`src/hw/mxu_consts.svh`:
```
// ==============================
// build-time sizes for the matrix unit
// deskew and credit logic assume MXU_N of 4 and a power-of-two fifo depth
// ==============================
`ifndef MXU_CONSTS_SVH
`define MXU_CONSTS_SVH

// ==============================
// array geometry and widths
`define MXU_N          4   // array side in rows and columns
`define MXU_DATA_W     8   // signed operand bits
`define MXU_ACC_W      20  // signed column sum bits

// ==============================
// result path
`define MXU_FIFO_DEPTH 8   // result entries and credit limit
`define MXU_PIPE_LAT   8   // accept to push in cycles, twice MXU_N

`endif

```
`src/hw/mxu_pkg.sv`:
```
// ==============================
// shared types for the matrix unit
// lane 0 of every packed vector sits in the low bits
// ==============================
`default_nettype none

`include "mxu_consts.svh"

package mxu_pkg;

    // ==============================
    // operand and sum vectors
    typedef logic signed [`MXU_DATA_W-1:0]      data_t;    // one signed operand
    typedef logic signed [`MXU_ACC_W-1:0]       acc_t;     // one signed column sum
    typedef logic [`MXU_N*`MXU_DATA_W-1:0]      vec_t;     // N operands packed
    typedef logic [`MXU_N*`MXU_ACC_W-1:0]       acc_vec_t; // N sums packed

    // ==============================
    // weight load fsm
    typedef enum logic [1:0] {
        LOAD_EMPTY, // nothing loaded since reset
        LOAD_SHIFT, // rows shifting in
        LOAD_FULL   // all rows valid
    } load_state_t;

endpackage

`default_nettype wire

```
`src/hw/mac_pe.sv`:
```
// ==============================
// one weight-stationary mac cell
// ==============================
`timescale 1ns/1ps
`default_nettype none

module mac_pe (
    input  logic           clk,
    input  logic           reset,
    input  logic           w_shift,   // load weight from the cell below
    input  mxu_pkg::data_t w_in,
    output mxu_pkg::data_t w_out,
    input  mxu_pkg::data_t x_in,
    output mxu_pkg::data_t x_out,
    input  logic           x_vld_in,
    output logic           x_vld_out,
    input  mxu_pkg::acc_t  psum_in,
    output mxu_pkg::acc_t  psum_out
);

    mxu_pkg::data_t weight_q;  // stationary weight
    mxu_pkg::acc_t  product;   // full precision x*w

    assign product = x_in * weight_q;  // sign extended to sum width
    assign w_out   = weight_q;         // feeds the cell above

    always_ff @(posedge clk) begin
        if (w_shift) begin
            weight_q <= w_in;
        end
    end

    // operand moves right and sum moves down in one cycle
    always_ff @(posedge clk) begin
        x_out    <= x_in;
        psum_out <= product + psum_in;
    end

    always_ff @(posedge clk) begin
        if (reset) begin
            x_vld_out <= 1'b0;
        end else begin
            x_vld_out <= x_vld_in;  // tracks x_out and psum_out
        end
    end

endmodule

`default_nettype wire

```
`src/hw/systolic_array.sv`:
```
// ==============================
// NxN weight-stationary grid with the weight load fsm
// weights shift in at the bottom row and move up one row per beat
// ==============================
`timescale 1ns/1ps
`default_nettype none

`include "mxu_consts.svh"

module systolic_array (
    input  logic                clk,
    input  logic                reset,
    input  logic                w_valid,
    output logic                w_ready,
    input  mxu_pkg::vec_t       w_data,       // one weight row per beat
    input  mxu_pkg::vec_t       x_row,        // skewed operands, lane r to row r
    input  logic [`MXU_N-1:0]   x_row_vld,
    input  logic                busy,         // vectors still in flight
    output logic                weights_full,
    output mxu_pkg::acc_vec_t   col_sum,      // bottom row sums
    output logic [`MXU_N-1:0]   col_vld
);

    localparam int CNT_W = $clog2(`MXU_N);

    mxu_pkg::load_state_t state;
    logic [CNT_W-1:0]     beat_cnt;   // beats taken in this load
    logic                 w_shift;

    mxu_pkg::data_t w_feed [`MXU_N+1][`MXU_N];  // row N is the input beat
    mxu_pkg::data_t x_grid [`MXU_N][`MXU_N+1];  // column 0 is the row input
    logic           v_grid [`MXU_N][`MXU_N+1];
    mxu_pkg::acc_t  p_grid [`MXU_N+1][`MXU_N];  // row 0 is the zero seed

    assign w_ready      = !busy;                 // no reload under live data
    assign w_shift      = w_valid && w_ready;
    assign weights_full = (state == mxu_pkg::LOAD_FULL) && !w_valid;  // hold x off a reload

    // ==============================
    // weight load fsm
    always_ff @(posedge clk) begin
        if (reset) begin
            state    <= mxu_pkg::LOAD_EMPTY;
            beat_cnt <= '0;
        end else if (w_shift) begin
            case (state)
                mxu_pkg::LOAD_SHIFT: begin
                    beat_cnt <= beat_cnt + 1'b1;
                    if (beat_cnt == CNT_W'(`MXU_N-1)) begin
                        state <= mxu_pkg::LOAD_FULL;  // last row in place
                    end
                end
                default: begin
                    state    <= mxu_pkg::LOAD_SHIFT;  // first beat of a fresh load
                    beat_cnt <= CNT_W'(1);
                end
            endcase
        end
    end

    // ==============================
    // grid
    for (genvar c = 0; c < `MXU_N; c++) begin : g_edge
        assign w_feed[`MXU_N][c] = w_data[c*`MXU_DATA_W +: `MXU_DATA_W];
        assign p_grid[0][c]      = '0;
        assign col_sum[c*`MXU_ACC_W +: `MXU_ACC_W] = p_grid[`MXU_N][c];
        assign col_vld[c]        = v_grid[`MXU_N-1][c+1];
    end

    for (genvar r = 0; r < `MXU_N; r++) begin : g_row
        assign x_grid[r][0] = x_row[r*`MXU_DATA_W +: `MXU_DATA_W];
        assign v_grid[r][0] = x_row_vld[r];

        for (genvar c = 0; c < `MXU_N; c++) begin : g_col
            mac_pe u_pe (
                .clk       (clk),
                .reset     (reset),
                .w_shift   (w_shift),
                .w_in      (w_feed[r+1][c]),   // from the row below
                .w_out     (w_feed[r][c]),
                .x_in      (x_grid[r][c]),
                .x_out     (x_grid[r][c+1]),
                .x_vld_in  (v_grid[r][c]),
                .x_vld_out (v_grid[r][c+1]),
                .psum_in   (p_grid[r][c]),
                .psum_out  (p_grid[r+1][c])
            );
        end
    end

endmodule

`default_nettype wire

```
`src/hw/operand_skew.sv`:
```
// ==============================
// input acceptor and diagonal skew
// x_ready needs full weights and a free credit in the result fifo
// ==============================
`timescale 1ns/1ps
`default_nettype none

`include "mxu_consts.svh"

module operand_skew (
    input  logic               clk,
    input  logic               reset,
    input  logic               x_valid,
    output logic               x_ready,
    input  mxu_pkg::vec_t      x_data,
    input  logic               weights_full,
    input  logic [3:0]         fifo_count,  // current fifo occupancy
    input  logic               push,        // one vector leaves the array
    output mxu_pkg::vec_t      x_row,
    output logic [`MXU_N-1:0]  x_row_vld,
    output logic               busy
);

    logic       accept;
    logic [3:0] in_flight;    // accepted but not yet pushed
    logic [4:0] credit_used;  // in flight plus buffered

    assign credit_used = in_flight + fifo_count;
    assign x_ready     = weights_full && (credit_used < `MXU_FIFO_DEPTH);
    assign accept      = x_valid && x_ready;
    assign busy        = (in_flight != '0);

    // ==============================
    // credit tracking
    always_ff @(posedge clk) begin
        if (reset) begin
            in_flight <= '0;
        end else begin
            case ({accept, push})
                2'b10:   in_flight <= in_flight + 1'b1;
                2'b01:   in_flight <= in_flight - 1'b1;
                default: in_flight <= in_flight;  // both or neither
            endcase
        end
    end

    // ==============================
    // lane i waits i extra cycles
    for (genvar i = 0; i < `MXU_N; i++) begin : g_lane
        mxu_pkg::data_t lane_q [i+1];  // stage 0 captures at acceptance
        logic [i:0]     vld_q;

        always_ff @(posedge clk) begin
            lane_q[0] <= x_data[i*`MXU_DATA_W +: `MXU_DATA_W];
            for (int s = 1; s <= i; s++) begin
                lane_q[s] <= lane_q[s-1];
            end
        end

        always_ff @(posedge clk) begin
            if (reset) begin
                vld_q <= '0;
            end else begin
                vld_q[0] <= accept;
                for (int s = 1; s <= i; s++) begin
                    vld_q[s] <= vld_q[s-1];
                end
            end
        end

        assign x_row[i*`MXU_DATA_W +: `MXU_DATA_W] = lane_q[i];
        assign x_row_vld[i]                        = vld_q[i];
    end

endmodule

`default_nettype wire

```
`src/hw/result_deskew.sv`:
```
// ==============================
// realigns bottom-row sums into one word
// column j waits N-1-j cycles then one output register
// ==============================
`timescale 1ns/1ps
`default_nettype none

`include "mxu_consts.svh"

module result_deskew (
    input  logic               clk,
    input  logic               reset,
    input  mxu_pkg::acc_vec_t  col_sum,
    input  logic [`MXU_N-1:0]  col_vld,
    output logic               push,
    output mxu_pkg::acc_vec_t  push_data
);

    mxu_pkg::acc_t aligned_sum [`MXU_N];  // all columns of one vector together
    logic          aligned_vld [`MXU_N];

    for (genvar j = 0; j < `MXU_N; j++) begin : g_col
        localparam int D = `MXU_N - 1 - j;

        if (D == 0) begin : g_direct
            assign aligned_sum[j] = col_sum[j*`MXU_ACC_W +: `MXU_ACC_W];  // last column
            assign aligned_vld[j] = col_vld[j];
        end else begin : g_delay
            mxu_pkg::acc_t sum_q [D];
            logic [D-1:0]  vld_q;

            always_ff @(posedge clk) begin
                sum_q[0] <= col_sum[j*`MXU_ACC_W +: `MXU_ACC_W];
                for (int s = 1; s < D; s++) begin
                    sum_q[s] <= sum_q[s-1];
                end
            end

            always_ff @(posedge clk) begin
                if (reset) begin
                    vld_q <= '0;
                end else begin
                    vld_q[0] <= col_vld[j];
                    for (int s = 1; s < D; s++) begin
                        vld_q[s] <= vld_q[s-1];
                    end
                end
            end

            assign aligned_sum[j] = sum_q[D-1];
            assign aligned_vld[j] = vld_q[D-1];
        end
    end

    // ==============================
    // output word
    always_ff @(posedge clk) begin
        for (int j = 0; j < `MXU_N; j++) begin
            if (aligned_vld[j]) begin
                push_data[j*`MXU_ACC_W +: `MXU_ACC_W] <= aligned_sum[j];  // lane holds otherwise
            end
        end
    end

    always_ff @(posedge clk) begin
        if (reset) begin
            push <= 1'b0;
        end else begin
            push <= aligned_vld[0];  // column 0 marks the vector
        end
    end

endmodule

`default_nettype wire

```
`src/hw/result_fifo.sv`:
```
// ==============================
// result buffer with show-ahead read
// push side has no full check and relies on skewer credits
// ==============================
`timescale 1ns/1ps
`default_nettype none

`include "mxu_consts.svh"

module result_fifo (
    input  logic               clk,
    input  logic               reset,
    input  logic               push,
    input  mxu_pkg::acc_vec_t  push_data,
    output logic               pop_valid,
    input  logic               pop_ready,
    output mxu_pkg::acc_vec_t  pop_data,
    output logic [3:0]         count      // occupancy for credit return
);

    localparam int PTR_W = $clog2(`MXU_FIFO_DEPTH);

    mxu_pkg::acc_vec_t mem [`MXU_FIFO_DEPTH];
    logic [PTR_W-1:0]  wr_ptr;
    logic [PTR_W-1:0]  rd_ptr;
    logic              pop;

    assign pop_valid = (count != '0);
    assign pop       = pop_valid && pop_ready;
    assign pop_data  = mem[rd_ptr];  // head word visible without a read cycle

    // ==============================
    // storage
    always_ff @(posedge clk) begin
        if (push) begin
            mem[wr_ptr] <= push_data;
        end
    end

    // ==============================
    // pointers and occupancy
    always_ff @(posedge clk) begin
        if (reset) begin
            wr_ptr <= '0;
            rd_ptr <= '0;
            count  <= '0;
        end else begin
            if (push) begin
                wr_ptr <= wr_ptr + 1'b1;  // wraps at depth
            end
            if (pop) begin
                rd_ptr <= rd_ptr + 1'b1;
            end
            case ({push, pop})
                2'b10:   count <= count + 1'b1;
                2'b01:   count <= count - 1'b1;
                default: count <= count;
            endcase
        end
    end

endmodule

`default_nettype wire

```
`src/hw/activation_out.sv`:
```
// ==============================
// relu and output register
// relu_en is sampled as words enter the register
// ==============================
`timescale 1ns/1ps
`default_nettype none

`include "mxu_consts.svh"

module activation_out (
    input  logic               clk,
    input  logic               reset,
    input  logic               relu_en,
    input  logic               in_valid,
    output logic               in_ready,
    input  mxu_pkg::acc_vec_t  in_data,
    output logic               y_valid,
    input  logic               y_ready,
    output mxu_pkg::acc_vec_t  y_data
);

    mxu_pkg::acc_vec_t act_data;  // clamped word before the register

    assign in_ready = !y_valid || y_ready;  // empty or draining this cycle

    always_comb begin
        mxu_pkg::acc_t lane;
        act_data = in_data;
        for (int j = 0; j < `MXU_N; j++) begin
            lane = in_data[j*`MXU_ACC_W +: `MXU_ACC_W];
            if (relu_en && lane[`MXU_ACC_W-1]) begin
                act_data[j*`MXU_ACC_W +: `MXU_ACC_W] = '0;  // negative lane to zero
            end
        end
    end

    always_ff @(posedge clk) begin
        if (in_valid && in_ready) begin
            y_data <= act_data;
        end
    end

    always_ff @(posedge clk) begin
        if (reset) begin
            y_valid <= 1'b0;
        end else if (in_valid && in_ready) begin
            y_valid <= 1'b1;  // refill in the same cycle as the take
        end else if (y_ready) begin
            y_valid <= 1'b0;
        end
    end

endmodule

`default_nettype wire

```
`src/hw/matrix_unit_top.sv`:
```
// ==============================
// weight-stationary matrix unit top
// relu_en must stay stable while results are pending
// ==============================
`timescale 1ns/1ps
`default_nettype none

`include "mxu_consts.svh"

module matrix_unit_top (
    input  logic               clk,
    input  logic               reset,
    input  logic               w_valid,
    output logic               w_ready,
    input  mxu_pkg::vec_t      w_data,
    input  logic               x_valid,
    output logic               x_ready,
    input  mxu_pkg::vec_t      x_data,
    output logic               y_valid,
    input  logic               y_ready,
    output mxu_pkg::acc_vec_t  y_data,
    input  logic               relu_en
);

    // ==============================
    // internal links
    mxu_pkg::vec_t      x_row;
    logic [`MXU_N-1:0]  x_row_vld;
    logic               busy;          // skewer to array
    logic               weights_full;  // array to skewer
    mxu_pkg::acc_vec_t  col_sum;
    logic [`MXU_N-1:0]  col_vld;
    logic               push;
    mxu_pkg::acc_vec_t  push_data;
    logic [3:0]         fifo_count;
    logic               fifo_valid;
    logic               fifo_ready;
    mxu_pkg::acc_vec_t  fifo_data;

    // ==============================
    // producer
    operand_skew u_skew (
        .clk          (clk),
        .reset        (reset),
        .x_valid      (x_valid),
        .x_ready      (x_ready),
        .x_data       (x_data),
        .weights_full (weights_full),
        .fifo_count   (fifo_count),
        .push         (push),        // credit return
        .x_row        (x_row),
        .x_row_vld    (x_row_vld),
        .busy         (busy)
    );

    systolic_array u_array (
        .clk          (clk),
        .reset        (reset),
        .w_valid      (w_valid),
        .w_ready      (w_ready),
        .w_data       (w_data),
        .x_row        (x_row),
        .x_row_vld    (x_row_vld),
        .busy         (busy),
        .weights_full (weights_full),
        .col_sum      (col_sum),
        .col_vld      (col_vld)
    );

    result_deskew u_deskew (
        .clk       (clk),
        .reset     (reset),
        .col_sum   (col_sum),
        .col_vld   (col_vld),
        .push      (push),
        .push_data (push_data)
    );

    // ==============================
    // buffer and consumer
    result_fifo u_fifo (
        .clk       (clk),
        .reset     (reset),
        .push      (push),
        .push_data (push_data),
        .pop_valid (fifo_valid),
        .pop_ready (fifo_ready),
        .pop_data  (fifo_data),
        .count     (fifo_count)
    );

    activation_out u_act (
        .clk      (clk),
        .reset    (reset),
        .relu_en  (relu_en),
        .in_valid (fifo_valid),
        .in_ready (fifo_ready),
        .in_data  (fifo_data),
        .y_valid  (y_valid),
        .y_ready  (y_ready),
        .y_data   (y_data)
    );

endmodule

`default_nettype wire

```
`config.mk`:
```
export PLATFORM = sky130hd
export DESIGN_NAME = matrix_unit_top
export DESIGN_NICKNAME = d
export VERILOG_FILES = /design/src/hw/mxu_pkg.sv /design/src/hw/mac_pe.sv /design/src/hw/systolic_array.sv /design/src/hw/operand_skew.sv /design/src/hw/result_deskew.sv /design/src/hw/result_fifo.sv /design/src/hw/activation_out.sv /design/src/hw/matrix_unit_top.sv
export VERILOG_INCLUDE_DIRS = /design/src /design/src/hw
export SDC_FILE = /design/constraint.sdc
export NUM_CORES = 2
export LEC_CHECK = 0
export BUFFER_PORTS_ARGS = -buffer_cell sky130_fd_sc_hd__buf_2
export CAP_MARGIN = 20
export CORE_ASPECT_RATIO = 1.5
export CORE_UTILIZATION = 30
export CTS_CLUSTER_SIZE = 25
export DETAILED_ROUTE_END_ITERATION = 8
export PLACE_DENSITY = 0.56
export SYNTH_ARGS = -nofsm -noshare
export SYNTH_HDL_FRONTEND = slang
export SYNTH_HIERARCHICAL = 1
export SYNTH_SLANG_ARGS = --single-unit
```
`constraint.sdc`:
```
create_clock -name clk -period 11.25 [get_ports clk]
set_input_delay 2.25 -clock clk [delete_from_list [all_inputs] [get_ports clk]]
set_output_delay 2.25 -clock clk [all_outputs]
set_load 0.02 [all_outputs]
```
---- Word level (Yosys, flattened, before mapping) ----
Memories as Yosys holds them, arrays and structs flattened. A register that Yosys moved wholly into a read port is not among the register bits.
Index checks and enable logic that the tools add are counted.
cells by class
  $add $sub $neg .......................... 20
  multiply operators ...................... 16
  div/mod/pow operators ................... 0
  order comparisons ....................... 1
  eq/ne operators ......................... 8
  shifts and indexed selects .............. 0
  multiplexer cells ....................... 11
  bitwise operators ....................... 0
  reductions and logical operators ........ 19
operator list
  cell                                                                           count
  8-bit by 8-bit multiplier with 16-bit output                                   16
  20-bit adder                                                                   12
  4-bit case mux with 2 select lines                                             2
  1-bit logical AND                                                              9
  4-bit by 1-bit adder with 4-bit output (second input constant)                 2
  2-bit equality test (second input constant)                                    4
  4-bit nonzero test                                                             2
  4-bit by 1-bit subtractor with 4-bit output (second input constant)            2
  3-bit by 1-bit adder with 3-bit output (second input constant)                 2
  2-bit by 1-bit equality test with 1-bit output (second input constant)         3
  2-bit two-way mux                                                              3
  3-bit two-way mux                                                              2
  2-bit nonzero test                                                             3
  4-bit by 4-bit adder with 5-bit output                                         1
  5-bit by 4-bit less-than comparator with 1-bit output (second input constant)  1
  1-bit two-way mux                                                              4
  1-bit zero test                                                                3
  2-bit by 1-bit adder with 2-bit output (second input constant)                 1
  2-bit by 1-bit inequality test with 1-bit output (second input constant)       1
  2-bit AND reduction                                                            1
  1-bit logical OR                                                               1
storage, ports and cells
  bits in registers ....................... 697
  bits in latches ......................... 0
  bits in writable memories ............... 840
  ROM bits ................................ 0
  input bits .............................. 70
  output and inout bits ................... 83
  logic and storage cells ................. 147
  memories ................................ 8
memory list
  name                             words  width  rd ports  clocked after memory_dff  write ports  line                 source
  u_fifo.mem                       8      80     1         1                         1            result_fifo.sv:23    mxu_pkg::acc_vec_t mem [`MXU_FIFO_DEPTH];
  u_deskew.g_col[0].g_delay.sum_q  3      20     3         1                         3            result_deskew.sv:29  mxu_pkg::acc_t sum_q [D];
  u_deskew.g_col[1].g_delay.sum_q  2      20     2         1                         2            result_deskew.sv:29
  u_skew.g_lane[3].lane_q          4      8      4         0                         4            operand_skew.sv:50   mxu_pkg::data_t lane_q [i+1];
  u_skew.g_lane[2].lane_q          3      8      3         0                         3            operand_skew.sv:50
  u_deskew.g_col[2].g_delay.sum_q  1      20     1         1                         1            result_deskew.sv:29
  2 more memories                  --     --     --        --                        --           --

---- Depth between registers and ports, before layout ----
  word-level depth ........................ 6
  gate-level depth with buffers ........... 19
  depth with buffers taken out ............ 18

---- By module ----
Netlist, hierarchy kept.
modules (own cells, without submodules)
  module                                       instances  cells each  area an instance (um2)  seq. area each (um2)
  mac_pe (u_array.g_row[1].g_col[1].u_pe ...)  8          419         4,463.0                 820.8
  result_fifo                                  1          998         24,621.1                19,478.7
  mac_pe (u_array.g_row[0].g_col[0].u_pe ...)  4          424         4,440.5                 820.8
  result_deskew                                1          214         4,988.5                 4,944.7
  mac_pe (u_array.g_row[3].g_col[3].u_pe)      1          425         4,453.0                 820.8
  mac_pe (u_array.g_row[3].g_col[1].u_pe)      1          421         4,436.8                 820.8
  mac_pe (u_array.g_row[3].g_col[2].u_pe)      1          421         4,430.5                 820.8
  mac_pe (u_array.g_row[1].g_col[0].u_pe)      1          418         4,414.2                 820.8
  activation_out                               1          173         3,060.4                 2,422.3
  operand_skew                                 1          141         2,150.8                 1,761.7
  systolic_array                               1          24          219.0                   80.1

---- Least setup slack after synthesis ----
Ideal clock, no wire load.
  path kind ............................... register to register
  start point ............................. register u_deskew.push
  end point ............................... memory u_fifo/mem[0][0] (netlist name), enable pin
  library setup time ...................... 0.617 ns
  arrival ................................. 5.966 ns
  data required time ...................... 10.633 ns
  setup slack ............................. 4.667 ns
  cell stages (with the launch flop) ...... 3
  path buffers ............................ 0
  clock period less this slack ............ 6.583 ns
  path through ............................ dfxtp_1 -> nand2b_1 -> nor3_1
on the way
  word-level cells in the longest chain between the ends .. 2
ends and longest elaborated chain
  element                                  line                 source
  start, declared                          result_deskew.sv:15  output logic push,
  start signal, assigned                   result_deskew.sv:69  push <= aligned_vld[0];
  1-bit two-way mux                        result_fifo.sv:35    if (push) begin
  1-bit two-way mux (implied by the code)  result_fifo.sv:36    mem[wr_ptr] <= push_data;
  end, declared                            result_fifo.sv:23
Every way passes these cells.

---- Worst setup path after layout ----
  start point ............................. register u_array.g_row[3].g_col[0].u_pe.x_out[7]
  end point ............................... register u_array.g_row[3].g_col[1].u_pe.psum_out[18]
on the way
  word-level cells in the longest chain between the ends .. 2
ends and longest elaborated chain
  element                                       line          source
  start, declared                               mac_pe.sv:14  output mxu_pkg::data_t x_out,
  start signal, assigned                        mac_pe.sv:35  x_out <= x_in;
  8-bit by 8-bit multiplier with 16-bit output  mac_pe.sv:24  assign product = x_in * weight_q;
  20-bit adder                                  mac_pe.sv:36  psum_out <= product + psum_in;
  end signal, assigned                          mac_pe.sv:36
  end, declared                                 mac_pe.sv:18  output mxu_pkg::acc_t psum_out
Every way passes these cells.
A chain may end at the register's enable or synchronous reset.

==> summary.log <==
qor: run_status.run_status finished, final reports clean
qor: global_route.via_count_of_the_first_global_routing_pass 66.0k
qor: sta.final_period_minus_worst_setup_slack 5.81 ns
qor: cells_and_area.area_overhead_vs_synth 11.4%
qor: clock_tree.tritoncts built
qor: floorplanning.floorplan.die.height 728 µm
qor: drt.wirelength 210000 µm
qor: placed_design.detailed_place_hpwl 159000 µm
qor: drt.via_density_per_instance 4.40
qor: job.drv_cap 0
qor: drt.ant_nets 0
qor: drt.dr_total_vias 58.2k
qor: drt.detail_route.wl_per_cell 15.9 µm
qor: floorplanning.die-area 353000 µm²
qor: clock_tree.path_clk_slew 0.06 ns
qor: setup_path.start_kind flip-flop
qor: clock_tree.clk-insertion-delay-late 0.83 ns
qor: sta.drv_slew 0
qor: clock_tree.ctsHoldBuffers 0
qor: global_route.global_route_wire_length_before_repair 348000 µm
qor: clock_tree.cts_htree_levels 4
qor: floorplanning.ios 153
qor: sta.grt_setup_unrepaired false
qor: sta.clock-skew-final 0.0637 ns
qor: cells_and_area.fin_nets 10.8k
qor: setup_path.crit_required 12.00 ns
qor: sta.tns 0 ns
qor: sta.worst-slew-pin-transition 1.04 ns
qor: worst_hold_path.hold_path_stages 0
qor: clock_tree.cts-buffers-inserted 170
qor: floorplanning.start_util 0.301
qor: synthesis.avgSynthCellArea 12.8 µm²
qor: floorplanning.placement_rows 266
qor: drt.remaining_drc_errors 0
qor: drt.drt_first_pass_iters 5
qor: placed_design.place_congestion 0.807
qor: setup_path.worst-r2r-cell-count 15
qor: global_route.grt_max_degree 85
qor: clock_tree.setup_fix_bufs_post_cts 0
qor: global_route.global_route.overflow_total 0
qor: clock_tree.cts_resized 0
qor: sta.finalCritPeriodShare 0.516
qor: setup_path.critPathMaxFanout 13
qor: placed_design.io_buffers 152
qor: cells_and_area.final_layout_size_suffix_gt1_frac 0.0963
qor: clock_tree.clock-sinks 1581
qor: global_route.groute.usage.overall 0.122
qor: clock_tree.clock_tree.root_cell clkbuf_16
qor: floorplanning.core_area 349000 µm²
qor: setup_path.cp-end-kind flip-flop
qor: global_route.antenna_violations_before_repair 17
qor: synthesis.ys.warnings.count 6
qor: worst_hold_path.hold_path_class reg2reg
qor: floorplanning.chipWidth 486 µm
qor: sta.total_setup_violations_reported_at_the_end_of_the_flow 0
qor: clock_tree.cts-root-to-sink-buffers 4
qor: sta.max_freq 0.172 GHz
qor: sta.hold_viol 0
qor: setup_path.crit_arrival 6.56 ns
qor: drt.drt_first_iter_violations 2479
qor: sta.max-slew-margin-rel 0.304
qor: setup_path.worst-setup-path-type reg2reg
qor: synthesis.postSynthCellCount 8226
qor: synthesis.post_synth_instance_area 105000 µm²
critical path: stages (launching register included):
cell,delay [ns]
dfxtp_1,0.53
and2_1,0.73
inv_1,0.14
fa_1,0.52
inv_1,0.06
fa_1,0.48
fa_1,0.58
fa_1,0.44
fa_1,0.39
ha_1,0.38
a21o_1,0.23
a221oi_2,0.37
o211ai_1,0.14
a221o_1,0.36
o31ai_2,0.23
xnor2_1,0.16
flip-flops by register name (all words and copies together), names as in the netlist, named ones only:
register                            count
u_deskew/push                           1
u_deskew/g_col.g_delay.sum_q          120
u_act/y_valid                           1
u_array/beat_cnt                        2
u_array/g_row.g_col.u_pe/w_out        128
u_fifo/count                            4
u_act/y_data                           80
u_skew/g_lane.lane_q                   80
u_fifo/mem                            640
u_array/g_row.g_col.u_pe/x_vld_out      4
u_deskew/push_data                     80
u_fifo/wr_ptr                           3
u_fifo/rd_ptr                           3
u_array/state                           2
u_deskew/g_col.g_delay.vld_q            6
u_skew/in_flight                        4
u_array/g_row.g_col.u_pe/x_out         96
u_array/g_row.g_col.u_pe/psum_out     320
u_skew/g_lane.vld_q                     4
placed cells by master, fill, tap and decap left out, types with 25 or more instances in the layout:
master,count
a21o_1,50
a21oi_1,129
a31oi_1,33
and2_1,543
and2_2,57
buf_2,152
buf_4,27
clkbuf_1,26
clkbuf_16,177
clkinv_1,26
conb_1,80
dfxtp_1,650
edfxtp_1,928
fa_1,1409
ha_1,748
inv_1,1600
mux2_2,80
mux4_2,160
nand2_1,472
nand2b_1,37
nor2_1,210
nor2b_1,41
nor3_1,64
o211ai_1,31
o21a_1,43
o21ai_0,69
o21bai_1,25
xnor2_1,221
xor2_1,94
final cells by class:
| type | count | area [µm²] |
|---|---|---|
| clock buffers | 221 | 4760 |
| diodes | 5 | 12.5 |
| repair buffers | 181 | 1010 |
| flip-flops and latches | 1581 | 41000 |
| fillers | 34347 | 232000 |
| inverters | 1617 | 6070 |
| multi-input cells | 4982 | 58000 |
| well taps | 4556 | 5700 |
| clock inverters | 78 | 828 |
final timing paths:
| path | from | to | slack (ns) |
|---|---|---|---|
| min | u_array/g_row[3].g_col[1].u_pe/psum_out[17] | u_deskew/g_col[1].g_delay.sum_q[0][17] | 0.28 |
| max reg2reg | u_array/g_row[3].g_col[0].u_pe/x_out[7] | u_array/g_row[3].g_col[1].u_pe/psum_out[18] | 5.44 |
| max | u_array/g_row[3].g_col[0].u_pe/x_out[7] | u_array/g_row[3].g_col[1].u_pe/psum_out[18] | 5.44 |
| min reg2reg | u_array/g_row[3].g_col[1].u_pe/psum_out[17] | u_deskew/g_col[1].g_delay.sum_q[0][17] | 0.28 |
per-stage QoR:
stage	cells	setup slack, ns	instance area [µm²]	hold WS [ns]	utilization
after floorplan	8305	4.67	106000	0.310	-
after global placement	12916	5.49	112000	0.312	0.320
after detailed placement	12916	5.38	112000	0.312	0.320
after CTS	13215	5.37	117000	0.285	0.336
after global routing	13217	5.14	117000	0.282	0.336
final	13221	5.44	117000	0.279	0.336
layer usage:
layer  vias to the layer above  global-route usage  share of wire
met2                       750               0.234           0.54
li1                      27110                   -              -
met1                     30021               0.138           0.40
met3                       314              0.0155          0.031
met4                        12              0.0353          0.026
met5                         -                   0        0.00037
Power is left out: the tool's default activity adds up to more than one toggle a clock period on the data nets, which glitch-free logic cannot reach.
